<file path="src/design/qdr_cfg_pkg.sv">
`default_nettype none

package qdr_cfg_pkg;

  // ======================================
  // sram geometry
  // ======================================
  // pin data width, one edge only
  localparam int data_w = 36;
  // 9-bit byte lanes per pin beat
  localparam int bw_w = 4;
  localparam int addr_w = 20;

  // ======================================
  // latencies and calibration
  // ======================================
  // r_n low to q valid at the pins
  localparam int rd_lat = 2;
  // cycles after retimed reset release
  localparam int cal_wait = 8;
  localparam int cal_cnt_w = (cal_wait > 1) ? $clog2(cal_wait) : 1;

  // request queue depth, both paths
  localparam int q_depth = 2;
  localparam int q_ptr_w = (q_depth > 1) ? $clog2(q_depth) : 1;
  localparam int q_cnt_w = $clog2(q_depth + 1);

  typedef logic [addr_w-1:0]   qdr_addr_t;
  // one clock edge worth of data
  typedef logic [data_w-1:0]   half_t;
  typedef logic [bw_w-1:0]     half_ben_t;
  // rise half sits in the low bits
  typedef logic [2*data_w-1:0] beat_t;
  // active high on the user side
  typedef logic [2*bw_w-1:0]   ben_t;

  typedef logic [q_ptr_w-1:0]   q_ptr_t;
  typedef logic [q_cnt_w-1:0]   q_cnt_t;
  typedef logic [cal_cnt_w-1:0] cal_cnt_t;

  // wrap and limit values, sized to their counters
  localparam q_ptr_t   q_ptr_last = q_ptr_t'(q_depth - 1);
  localparam q_cnt_t   q_full_cnt = q_cnt_t'(q_depth);
  localparam cal_cnt_t cal_last   = cal_cnt_t'(cal_wait - 1);

endpackage

`default_nettype wire
</file>
<file path="src/design/qdr_bus_pkg.sv">
`default_nettype none

package qdr_bus_pkg;

  // ======================================
  // user requests
  // ======================================
  // one complete user write
  typedef struct packed {
    qdr_cfg_pkg::qdr_addr_t addr;
    qdr_cfg_pkg::beat_t     data;
    qdr_cfg_pkg::ben_t      ben;
  } wr_req_t;

  // reads carry only the address
  typedef struct packed {
    qdr_cfg_pkg::qdr_addr_t addr;
  } rd_req_t;

  // ======================================
  // shared bus and pins
  // ======================================
  // single command per cycle, wr and rd never both set
  typedef struct packed {
    logic                   wr;
    logic                   rd;
    qdr_cfg_pkg::qdr_addr_t addr;
    qdr_cfg_pkg::beat_t     data;
    qdr_cfg_pkg::ben_t      ben;
  } bus_cmd_t;

  // sram outputs, strobes and lane enables active low
  typedef struct packed {
    qdr_cfg_pkg::beat_t     d;
    qdr_cfg_pkg::qdr_addr_t sa;
    logic                   w_n;
    logic                   r_n;
    qdr_cfg_pkg::ben_t      bw_n;
  } qdr_pins_t;

endpackage

`default_nettype wire

</file>
<file path="src/design/qdr_controller.sv">
`timescale 1ns/1ps
`default_nettype none

module qdr_controller (
  input  wire                    clk0,
  input  wire                    rst_n,
  input  wire                    usr_wr_strb,
  input  qdr_bus_pkg::wr_req_t   usr_wr_req,
  input  wire                    usr_rd_strb,
  input  qdr_cfg_pkg::qdr_addr_t usr_rd_addr,
  input  qdr_cfg_pkg::beat_t     qdr_q,
  output qdr_bus_pkg::qdr_pins_t qdr_pins,
  output qdr_cfg_pkg::beat_t     usr_rd_data,
  output logic                   usr_rd_dvld,
  output logic                   phy_rdy,
  output logic                   ovf
);

  // ======================================
  // internal wiring
  // ======================================
  logic                  wr_strb;
  logic                  rd_strb;
  logic                  wr_pend;
  logic                  wr_grant;
  logic                  wr_ovf;
  qdr_bus_pkg::wr_req_t  wr_head;
  logic                  rd_pend;
  logic                  rd_grant;
  logic                  rd_ovf;
  qdr_bus_pkg::rd_req_t  rd_head;
  qdr_bus_pkg::bus_cmd_t cmd;
  qdr_cfg_pkg::beat_t    q_cap;

  // strobes during calibration are dropped
  assign wr_strb = usr_wr_strb && phy_rdy;
  assign rd_strb = usr_rd_strb && phy_rdy;

  // either queue overflowing
  assign ovf = wr_ovf || rd_ovf;

  // write path
  qdrc_wr wr_i (
    .clk0  (clk0),
    .rst_n (rst_n),
    .strb  (wr_strb),
    .req   (usr_wr_req),
    .grant (wr_grant),
    .pend  (wr_pend),
    .head  (wr_head),
    .ovf   (wr_ovf)
  );

  // read path and return timing
  qdrc_rd rd_i (
    .clk0    (clk0),
    .rst_n   (rst_n),
    .strb    (rd_strb),
    .addr    (usr_rd_addr),
    .grant   (rd_grant),
    .q_cap   (q_cap),
    .pend    (rd_pend),
    .head    (rd_head),
    .ovf     (rd_ovf),
    .rd_data (usr_rd_data),
    .rd_dvld (usr_rd_dvld)
  );

  // one address bus, reads win
  qdrc_addr_arb arb_i (
    .clk0     (clk0),
    .rst_n    (rst_n),
    .phy_rdy  (phy_rdy),
    .wr_pend  (wr_pend),
    .wr_head  (wr_head),
    .rd_pend  (rd_pend),
    .rd_head  (rd_head),
    .wr_grant (wr_grant),
    .rd_grant (rd_grant),
    .cmd      (cmd)
  );

  qdrc_phy phy_i (
    .clk0    (clk0),
    .rst_n   (rst_n),
    .cmd     (cmd),
    .q       (qdr_q),
    .pins    (qdr_pins),
    .q_cap   (q_cap),
    .phy_rdy (phy_rdy)
  );

endmodule

`default_nettype wire

</file>
<file path="src/design/qdrc_phy.sv">
`timescale 1ns/1ps
`default_nettype none

module qdrc_phy (
  input  wire                    clk0,
  input  wire                    rst_n,
  input  qdr_bus_pkg::bus_cmd_t  cmd,
  input  qdr_cfg_pkg::beat_t     q,
  output qdr_bus_pkg::qdr_pins_t pins,
  output qdr_cfg_pkg::beat_t     q_cap,
  output logic                   phy_rdy
);

  typedef enum logic {cal_run, cal_done} cal_st_t;

  // ======================================
  // reset retiming and calibration
  // ======================================
  // async assert, release synced to clk0
  logic [1:0]            rst_sync;
  logic                  phy_rst_n;
  cal_st_t               cal_st;
  qdr_cfg_pkg::cal_cnt_t cal_cnt;

  always_ff @(posedge clk0 or negedge rst_n) begin
    if (!rst_n) begin
      rst_sync <= 2'b00;
    end else begin
      rst_sync <= {rst_sync[0], 1'b1};
    end
  end

  assign phy_rst_n = rst_sync[1];

  // fixed wait in place of real training
  always_ff @(posedge clk0 or negedge phy_rst_n) begin
    if (!phy_rst_n) begin
      cal_st  <= cal_run;
      cal_cnt <= '0;
    end else if (cal_st == cal_run) begin
      cal_cnt <= cal_cnt + 1'b1;
      if (cal_cnt == qdr_cfg_pkg::cal_last) begin
        cal_st <= cal_done;
      end
    end
  end

  assign phy_rdy = (cal_st == cal_done);

  // ======================================
  // pin formatting
  // ======================================
  qdr_cfg_pkg::half_t     d_rise;
  qdr_cfg_pkg::half_t     d_fall;
  qdr_cfg_pkg::half_ben_t bw_rise;
  qdr_cfg_pkg::half_ben_t bw_fall;
  qdr_cfg_pkg::half_t     q_rise;
  qdr_cfg_pkg::half_t     q_fall;
  qdr_cfg_pkg::beat_t     d_q;
  qdr_cfg_pkg::qdr_addr_t sa_q;
  logic                   w_n_q;
  logic                   r_n_q;
  qdr_cfg_pkg::ben_t      bw_n_q;

  // edge halves, both on clk0 here
  assign d_rise  = cmd.data[qdr_cfg_pkg::data_w-1:0];
  assign d_fall  = cmd.data[2*qdr_cfg_pkg::data_w-1:qdr_cfg_pkg::data_w];
  assign bw_rise = cmd.ben[qdr_cfg_pkg::bw_w-1:0];
  assign bw_fall = cmd.ben[2*qdr_cfg_pkg::bw_w-1:qdr_cfg_pkg::bw_w];
  assign q_rise  = q[qdr_cfg_pkg::data_w-1:0];
  assign q_fall  = q[2*qdr_cfg_pkg::data_w-1:qdr_cfg_pkg::data_w];

  // strobes idle high
  always_ff @(posedge clk0 or negedge phy_rst_n) begin
    if (!phy_rst_n) begin
      w_n_q  <= 1'b1;
      r_n_q  <= 1'b1;
      bw_n_q <= '1;
    end else begin
      w_n_q  <= !cmd.wr;
      r_n_q  <= !cmd.rd;
      // lanes masked off unless writing
      bw_n_q <= cmd.wr ? ~{bw_fall, bw_rise} : '1;
    end
  end

  always_ff @(posedge clk0) begin
    d_q   <= {d_fall, d_rise};
    sa_q  <= cmd.addr;
    q_cap <= {q_fall, q_rise};
  end

  assign pins = '{d: d_q, sa: sa_q, w_n: w_n_q, r_n: r_n_q, bw_n: bw_n_q};

endmodule

`default_nettype wire

</file>
<file path="src/design/qdrc_addr_arb.sv">
`timescale 1ns/1ps
`default_nettype none

module qdrc_addr_arb (
  input  wire                   clk0,
  input  wire                   rst_n,
  input  wire                   phy_rdy,
  input  wire                   wr_pend,
  input  qdr_bus_pkg::wr_req_t  wr_head,
  input  wire                   rd_pend,
  input  qdr_bus_pkg::rd_req_t  rd_head,
  output logic                  wr_grant,
  output logic                  rd_grant,
  output qdr_bus_pkg::bus_cmd_t cmd
);

  logic                   cmd_wr;
  logic                   cmd_rd;
  qdr_cfg_pkg::qdr_addr_t cmd_addr;
  qdr_cfg_pkg::beat_t     cmd_data;
  qdr_cfg_pkg::ben_t      cmd_ben;

  // ======================================
  // grant decision
  // ======================================
  // reads first, writes only on a read-free cycle
  assign rd_grant = phy_rdy && rd_pend;
  assign wr_grant = phy_rdy && wr_pend && !rd_pend;

  // command strobes
  always_ff @(posedge clk0 or negedge rst_n) begin
    if (!rst_n) begin
      cmd_wr <= 1'b0;
      cmd_rd <= 1'b0;
    end else begin
      cmd_wr <= wr_grant;
      cmd_rd <= rd_grant;
    end
  end

  // winner's payload onto the bus
  always_ff @(posedge clk0) begin
    if (rd_grant) begin
      cmd_addr <= rd_head.addr;
    end else if (wr_grant) begin
      cmd_addr <= wr_head.addr;
    end
    // data and enables only matter for writes
    if (wr_grant) begin
      cmd_data <= wr_head.data;
      cmd_ben  <= wr_head.ben;
    end
  end

  assign cmd = '{wr: cmd_wr, rd: cmd_rd, addr: cmd_addr, data: cmd_data, ben: cmd_ben};

endmodule

`default_nettype wire

</file>
<file path="src/design/qdrc_rd.sv">
`timescale 1ns/1ps
`default_nettype none

module qdrc_rd (
  input  wire                    clk0,
  input  wire                    rst_n,
  input  wire                    strb,
  input  qdr_cfg_pkg::qdr_addr_t addr,
  input  wire                    grant,
  input  qdr_cfg_pkg::beat_t     q_cap,
  output logic                   pend,
  output qdr_bus_pkg::rd_req_t   head,
  output logic                   ovf,
  output qdr_cfg_pkg::beat_t     rd_data,
  output logic                   rd_dvld
);

  // ======================================
  // request queue
  // ======================================
  qdr_bus_pkg::rd_req_t mem [qdr_cfg_pkg::q_depth];

  qdr_cfg_pkg::q_ptr_t wr_ptr;
  qdr_cfg_pkg::q_ptr_t rd_ptr;
  qdr_cfg_pkg::q_cnt_t count;
  logic                full;
  logic                push;

  assign full = (count == qdr_cfg_pkg::q_full_cnt);
  assign push = strb && (!full || grant);

  always_ff @(posedge clk0 or negedge rst_n) begin
    if (!rst_n) begin
      wr_ptr <= '0;
      rd_ptr <= '0;
      count  <= '0;
      ovf    <= 1'b0;
    end else begin
      if (push) begin
        wr_ptr <= (wr_ptr == qdr_cfg_pkg::q_ptr_last) ? '0 : wr_ptr + 1'b1;
      end
      if (grant) begin
        rd_ptr <= (rd_ptr == qdr_cfg_pkg::q_ptr_last) ? '0 : rd_ptr + 1'b1;
      end
      case ({push, grant})
        2'b10:   count <= count + 1'b1;
        2'b01:   count <= count - 1'b1;
        default: count <= count;
      endcase
      if (strb && full && !grant) begin
        ovf <= 1'b1;
      end
    end
  end

  always_ff @(posedge clk0) begin
    if (push) begin
      mem[wr_ptr].addr <= addr;
    end
  end

  assign pend = (count != '0);
  assign head = mem[rd_ptr];

  // ======================================
  // return timing
  // ======================================
  // grant delayed once, lines up with cmd.rd
  logic                           rd_launch;
  // stage 0 is the cycle r_n is low at the pins
  logic [qdr_cfg_pkg::rd_lat+1:0] lat_pipe;

  always_ff @(posedge clk0 or negedge rst_n) begin
    if (!rst_n) begin
      rd_launch <= 1'b0;
      lat_pipe  <= '0;
      rd_dvld   <= 1'b0;
    end else begin
      rd_launch <= grant;
      lat_pipe  <= {lat_pipe[qdr_cfg_pkg::rd_lat:0], rd_launch};
      // last stage means q_cap holds this read
      rd_dvld   <= lat_pipe[qdr_cfg_pkg::rd_lat+1];
    end
  end

  // hold last beat between pulses
  always_ff @(posedge clk0) begin
    if (lat_pipe[qdr_cfg_pkg::rd_lat+1]) begin
      rd_data <= q_cap;
    end
  end

endmodule

`default_nettype wire

</file>
<file path="src/design/qdrc_wr.sv">
`timescale 1ns/1ps
`default_nettype none

module qdrc_wr (
  input  wire                  clk0,
  input  wire                  rst_n,
  input  wire                  strb,
  input  qdr_bus_pkg::wr_req_t req,
  input  wire                  grant,
  output logic                 pend,
  output qdr_bus_pkg::wr_req_t head,
  output logic                 ovf
);

  // small fifo of pending writes
  qdr_bus_pkg::wr_req_t mem [qdr_cfg_pkg::q_depth];

  qdr_cfg_pkg::q_ptr_t wr_ptr;
  qdr_cfg_pkg::q_ptr_t rd_ptr;
  qdr_cfg_pkg::q_cnt_t count;
  logic                full;
  logic                push;
  logic                pop;

  assign full = (count == qdr_cfg_pkg::q_full_cnt);
  // a pop in the same cycle frees the slot
  assign push = strb && (!full || grant);
  // arbiter only grants while pend is high
  assign pop  = grant;

  always_ff @(posedge clk0 or negedge rst_n) begin
    if (!rst_n) begin
      wr_ptr <= '0;
      rd_ptr <= '0;
      count  <= '0;
      ovf    <= 1'b0;
    end else begin
      if (push) begin
        wr_ptr <= (wr_ptr == qdr_cfg_pkg::q_ptr_last) ? '0 : wr_ptr + 1'b1;
      end
      if (pop) begin
        rd_ptr <= (rd_ptr == qdr_cfg_pkg::q_ptr_last) ? '0 : rd_ptr + 1'b1;
      end
      case ({push, pop})
        2'b10:   count <= count + 1'b1;
        2'b01:   count <= count - 1'b1;
        default: count <= count;
      endcase
      // sticky, request is lost
      if (strb && full && !grant) begin
        ovf <= 1'b1;
      end
    end
  end

  // storage
  always_ff @(posedge clk0) begin
    if (push) begin
      mem[wr_ptr] <= req;
    end
  end

  assign pend = (count != '0);
  assign head = mem[rd_ptr];

endmodule

`default_nettype wire

</file>
<file path="config.mk">
export PLATFORM = sky130hd
export DESIGN_NAME = qdr_controller
export DESIGN_NICKNAME = d
export VERILOG_FILES = /design/src/design/qdr_cfg_pkg.sv /design/src/design/qdr_bus_pkg.sv /design/src/design/qdr_controller.sv /design/src/design/qdrc_phy.sv /design/src/design/qdrc_addr_arb.sv /design/src/design/qdrc_rd.sv /design/src/design/qdrc_wr.sv
export SDC_FILE = /design/constraint.sdc
export NUM_CORES = 1
export LEC_CHECK = 0
export BUFFER_PORTS_ARGS = -buffer_cell sky130_fd_sc_hd__buf_2
export CAP_MARGIN = 20
export CORE_ASPECT_RATIO = 0.6
export CORE_MARGIN = 10
export CORE_UTILIZATION = 54
export CTS_CLUSTER_SIZE = 40
export DETAILED_ROUTE_END_ITERATION = 10
export PLACE_DENSITY = 0.85
export SLEW_MARGIN = 10
export SYNTH_ARGS = -nofsm -noshare
export SYNTH_HDL_FRONTEND = slang
export SYNTH_HIERARCHICAL = 1
export SYNTH_SLANG_ARGS = --single-unit
</file>
<file path="constraint.sdc">
create_clock -name clk0 -period 0.8 [get_ports clk0]
set_input_delay 0.04 -clock clk0 [delete_from_list [all_inputs] [get_ports clk0]]
set_output_delay 0.04 -clock clk0 [all_outputs]
set_load 0.1 [all_outputs]
</file>
### Word level (Yosys, flattened, before mapping)

Memory sizes are Yosys's and may differ from the RTL's.
Cells that the tools add are included.

* bitwise gates (word level): 1
* mux-type cells: 15
* reduce and logical (&&, ||, !) cells: 26
* $add $sub $neg: 9
* equal/unequal tests: 7

Operators by type and width (number)
* $mux 20: 2
* $logic_and 1x1->1: 11
* $mux 1: 10
* $reduce_bool 2->1: 5
* $eq 2x2->1 const B: 4
* $mux 8: 1
* $not 8->8: 1
* $pmux 2 s2: 2
* $logic_not 1->1: 7
* $add 1x1->1 const B: 4
* $add 2x1->2 const B: 2
* $eq 2x1->1 const B: 2
* $sub 2x1->2 const B: 2
* $add 3x1->3 const B: 1
* $eq 3x3->1 const B: 1
* $logic_or 1x1->1: 3

* word-level logic and storage cells: 85
* output and inout bits: 177
* register bits: 369
* memory bits (writable): 240
* input bits: 196
* memories kept: 2

Memory list
* wr_i.mem: words 2, width 100, read ports 1, clocked after memory_dff 0, write ports 1, RTL line qdrc_wr.sv:16 `qdr_bus_pkg::wr_req_t mem [qdr_cfg_pkg::q_depth];`
* rd_i.mem: words 2, width 20, read ports 1, clocked after memory_dff 0, write ports 1, RTL line qdrc_rd.sv:21 `qdr_bus_pkg::rd_req_t mem [qdr_cfg_pkg::q_depth];`

### Longest topological paths before layout

* depth after elaboration: 7
* mapped depth: 7
* mapped depth without buffers: 6

### By module

Netlist, hierarchy kept.

By module, submodules not included
* qdrc_wr: area each 7485.9 µm², times used 1, cells each 333, sequential area each 6130.9 µm²
* qdrc_rd: area each 3988.8 µm², times used 1, cells each 162, sequential area each 3638.5 µm²
* qdrc_phy: area each 3819.9 µm², times used 1, cells each 200, sequential area each 3696.0 µm²
* qdrc_addr_arb: area each 3412.0 µm², times used 1, cells each 131, sequential area each 3052.9 µm²
* qdr_controller: area each 18.8 µm², times used 1, cells each 3, sequential area each 0.0 µm²

### Worst setup path before layout

Ideal clock, no wire load.

* path type: register to register
* start: reg phy_i.cal_st, in the netlist phy_i/phy_rdy
* end: mem wr_i/mem[0][0] in the netlist's numbering (enable)
* arrival: 9566 ps
* data required time: 241 ps
* library setup time: 559 ps
* stages on the path, launching flop included: 6
* slack: -9325 ps
* path buffers: 0
* period minus slack after synthesis: 10125 ps
* cells stage by stage: dfrtp_1 -> nand2_1 -> nor2_1 -> or3b_4 -> nand2_2 -> nor2_1

* cells in the longest elaborated chain, start to end: 6
* elaborated cells on any way between the ends: 7
* those cells by class: 2 x mux; 5 x reduce/logical

Ends and longest elaborated chain
* start: declaration: RTL line qdrc_phy.sv:22 `cal_st_t cal_st;`
* start signal: assignment: RTL line qdrc_phy.sv:38 `cal_st <= cal_run;`
* start signal: assignment: RTL line qdrc_phy.sv:43 `cal_st <= cal_done;`
* $logic_and 1x1->1 (2 in series): RTL line qdrc_addr_arb.sv:28 `assign wr_grant = phy_rdy && wr_pend && !rd_pend;`
* net wr_grant: RTL line qdr_controller.sv:25 `logic wr_grant;`
* $logic_or 1x1->1: RTL line qdrc_wr.sv:27 `assign push = strb && (!full || grant);`
* $logic_and 1x1->1: RTL line qdrc_wr.sv:27
* $mux 1: RTL line qdrc_wr.sv:58 `if (push) begin`
* $mux 1 (not written as such): RTL line qdrc_wr.sv:59 `mem[wr_ptr] <= req;`
* end: declaration: RTL line qdrc_wr.sv:16

The timed path passes the listed nets, and every way through them passes these cells.

### Worst setup path in the final report

* start: reg wr_i.count[1]
* end: mem wr_i/mem[0][63] in the netlist's numbering (enable)

* cells in the longest elaborated chain, start to end: 7
* elaborated cells on any way between the ends: 9
* those cells by class: 1 x eq/ne; 2 x mux; 6 x reduce/logical

Ends and longest elaborated chain
* start: declaration: RTL line qdrc_wr.sv:20 `qdr_cfg_pkg::q_cnt_t count;`
* start signal: assignment: RTL line qdrc_wr.sv:45 `2'b10: count <= count + 1'b1;`
* start signal: assignment: RTL line qdrc_wr.sv:46 `2'b01: count <= count - 1'b1;`
* start signal: assignment: RTL line qdrc_wr.sv:47 `default: count <= count;`
* $reduce_bool 2->1: RTL line qdrc_wr.sv:63 `assign pend = (count != '0);`
* net wr_pend: RTL line qdr_controller.sv:24 `logic wr_pend;`
* $logic_and 1x1->1 (2 in series): RTL line qdrc_addr_arb.sv:28
* net wr_grant: RTL line qdr_controller.sv:25
* $logic_or 1x1->1: RTL line qdrc_wr.sv:27
* $logic_and 1x1->1: RTL line qdrc_wr.sv:27
* $mux 1: RTL line qdrc_wr.sv:58
* $mux 1 (not written as such): RTL line qdrc_wr.sv:59

The timed path passes the listed nets, and every way through them passes these cells.

==> results.toml <==
[sta]
holdWs_ns = -0.01455
maxSlewViolCount = 0
fmax_ghz = 0.5189
fin_crit_ns = 1.927
layout_setup_ws_ns = -1.127
finalCritPeriodShare_pct = 240.9
setup_viol = 707
worst_pin_slew_ns = 0.5139
fin_skew_ns = 0.04146
hold_viol = 3
maxSlewHeadroom_pct = 65.74
rsz0062_at_grt = "true"

[placed_design]
io_buffers = 372
hpwl_mm = 32.11
placed_area_um2 = 24730
pre_cts_slack_ns = -1.145
dp_cells = 1689
globalplace.congestion = 0.7686

[synth]
yosys-mux-area-fraction_pct = 8.920
yosys_warnings = 6
synth_fa_ha_area_share_pct = 0.1336
synth_top_family_by_area = "multiplexers"
synth_seq_cells = 610
synthesis.area_um2 = 18730
async_flop_share_pct = 5.574
syn-num-nets = 1027
synth_cell_types = 30
synth_xor_area_share_pct = 0.4210
ys.flop_type = "edfxtp_1"
synth_compound_area_share_pct = 0.3207
synth.top_cell.area_share_pct = 66.07
synthTopCellsByArea = "edfxtp_1 (66%), dfxtp_1 (18%), mux2_2 (7.3%), dfrtp_1 (3.2%), mux2_4 (1.5%)"
syn_area_per_cell_um2 = 22.59
synth_cells = 829
synth_edf_count = 412
yosysSeqAreaShare_pct = 88.21
synth-simple-area-share_pct = 0.9020
synth_top_area_cell = "edfxtp_1"

[setup_path]
arrival_ns = 2.25
slowest_delay_ns = 0.43
slowest_stage = "or3b_4"
worstPathBufferInverterCount = 2
crit_path_end_kind = "flip-flop"
crit_required_ns = 1.12
critPathKind = "flip-flop to flip-flop"
crit_fanout = 9
path_delay_family = "simple AND/OR/NAND/NOR gates"
crit_path_cell_trace = "or2_4 -> nand2_4 -> nor2_4 -> or3b_4 -> nand2_4 -> nor2_4 -> buf_12 -> clkbuf_16"
cp-start-kind = "flip-flop"

[detailed_routing]
drtAntennaViolNets = 0
vias = 10860
routed_wl_mm = 61.92
vias_per_cell = 5.316
drt-initial-drc-count = 993
drcViolationCount = 0
wl_per_cell_um = 30.31
dr.pass1.iters = 5

[layout]
layout-drive-gt1-share_pct = 52.34
fin_nets = 1735
final_area_um2 = 29630
syn_to_final_growth_pct = 58.26
finalNonFillerCells = 2043

[global_routing]
gr-usage-met1_pct = 31.95
use_met2_pct = 49.58
grt_pass1_vias = 11680
overflow = 0
grt.busiest_layer = "met2"
grt_max_degree = 37
use_met3_pct = 5.410
grt_pass1_wl_mm = 83.70
antenna_found_initial = 4
grtUsageTotal_pct = 26.99

[floorplanning]
coreArea_um2 = 33960
num_rows = 52
die_h_um = 164.2
die_width_um = 260.4
io_pins = 373
dieArea_um2 = 42770
start_util_pct = 55.14

[power_and_ir_drop]
comb_power_share_pct = 44.5
swShare_pct = 38.79
powerDensity_nw_per_um2 = 4617
pwr-share-seq_pct = 37.1
power_frac_clock_pct = 18.4
peakVddDrop_v = 0.002674
leakagePower_uw = 0.01176
p_switching_uw = 53070
power.internal_uw = 83750

[clocking]
clockBufferDepth = 3
path_clk_slew_ns = 0.08
cts_tree = "built"
cts_sinks = 610
clock_latency_ns = 0.59
numCtsBuffers = 49
htree_levels = 2
root_buffer = "clkbuf_16"

[flow_run]
drv_cap = 0

[worst_hold_path]
min_path_type = "input port to asynchronous set/reset pin"

[run_status]
violations = "negative hold slack, negative setup slack"
status = "finished with violations"
## metrics by stage
stage                     setup TNS (ns)  total power, µW  util, %
final                            -514.73           136800    87.26
after global routing             -535.60           139800    87.23
after CTS                        -503.32           134000    86.53
after detailed placement         -430.48           102200    72.82
after global placement           -414.63           100500    72.82
after floorplan                  -986.28            79070        -
## timing repair
item / CTS / global route
hold buffers: 193 / 0
endpoints found under the hold margin: 332 / 0
cloned: 27 / 11
setup buffers: 25 / 13
endpoints found under the setup margin: 707 / 708
resized for setup: 66 / 43
pin swaps: 12 / 10
## worst reg2reg max path, stage by stage, from the launching register on
cell,delay (ns)
dfrtp_1,0.39
or2_4,0.27
nand2_4,0.07
nor2_4,0.04
or3b_4,0.43
nand2_4,0.11
nor2_4,0.05
buf_12,0.16
clkbuf_16,0.18
## layout by cell type (no fill, tap or decap), types with 6 or more instances in the layout
cell,count
buf_6,11
nand2_1,10
mux2_4,103
clkbuf_8,11
dfxtp_2,92
diode_2,6
buf_8,6
dfxtp_1,72
buf_2,195
clkbuf_1,16
dfrtp_1,20
mux2_2,37
clkbuf_16,58
xor2_1,6
buf_12,209
dlygate4sd3_1,193
edfxtp_1,412
buf_16,17
nor2_4,6
dfstp_4,8
buf_4,31
## Yosys cell counts (4+ instances only)
| cell | number |
|---|---|
| buf_2 | 4 |
| buf_4 | 5 |
| buf_6 | 11 |
| dfrtp_1 | 24 |
| dfstp_2 | 10 |
| dfxtp_1 | 164 |
| edfxtp_1 | 412 |
| inv_1 | 4 |
| mux2_2 | 121 |
| mux2_4 | 19 |
| nand2_1 | 11 |
| or2_1 | 4 |
| xor2_1 | 6 |
## per-layer routing
| metal | up-vias | share of wire [%] | wire length, µm |
|---|---|---|---|
| met5 | - | 0.021 | 13 |
| met3 | 93 | 7.3 | 4506 |
| met4 | 2 | 2.7 | 1670 |
| met1 | 5641 | 36 | 22240 |
| li1 | 4558 | - | - |
| met2 | 567 | 54 | 33500 |
## cell families (layout without fill, tap and decap cells)
logic type,count (synthesis),count (layout)
buffers and inverters,25,768
XOR/XNOR,9,9
AO/OA/AOI/OAI,9,9
AND/OR/NAND/NOR,31,37
flip-flops,610,610
multiplexers,142,142
other,1,7
adder cells (fa/ha/maj),2,2
## flip-flops by register name, summed over array words and instances (netlist names), 2 cells and up
signal          count
arb_i/cmd_addr     20
arb_i/cmd_data     72
phy_i/bw_n_q        8
rd_i/lat_pipe       4
phy_i/sa_q         20
wr_i/mem          200
rd_i/mem           40
rd_i/rd_data       72
rd_i/count          2
wr_i/count          2
phy_i/d_q          72
arb_i/cmd_ben       8
phy_i/cal_cnt       3
phy_i/q_cap        72
phy_i/rst_sync      2
## power groups by stage
stage | Sequential, µW | Clock, µW | Combinational [µW]
2_1_floorplan | 68100 | 0 | 11000
3_3_place_gp | 49800 | 0 | 50700
3_5_place_dp | 50500 | 0 | 51700
4_1_cts | 50100 | 24700 | 59200
5_1_grt | 51300 | 26600 | 62000
6_report | 50800 | 25200 | 60900
## path summary, 6_finish.rpt
kind	start	end	slack, ns	cells after the start
setup / recovery	wr_i/count[1]	wr_i/mem[0][63]	-1.13	8
hold / removal	rst_n	rd_i/wr_ptr	-0.01	2
setup reg to reg	wr_i/count[1]	wr_i/mem[0][63]	-1.13	8
hold reg to reg	phy_i/rst_sync[1]	phy_i/cal_cnt[0]	0.12	0
max in group asynchronous	phy_i/rst_sync[1]	phy_i/bw_n_q[0]	0.24	1
min in group clk0	qdr_q[23]	phy_i/q_cap[23]	0.10	2
## area by class of cell
class	instances	area, µm²
Sequential cell	610	16680
Antenna cell	6	15.01
Clock inverter	16	175.2
Tap cell	459	574.3
Fill cell	1287	4328
Inverter	5	18.77
Timing Repair Buffer	671	8232
Multi-Input combinational cell	200	2506
Clock buffer	76	1438
No activity file was read; power rests on OpenSTA's default activity.
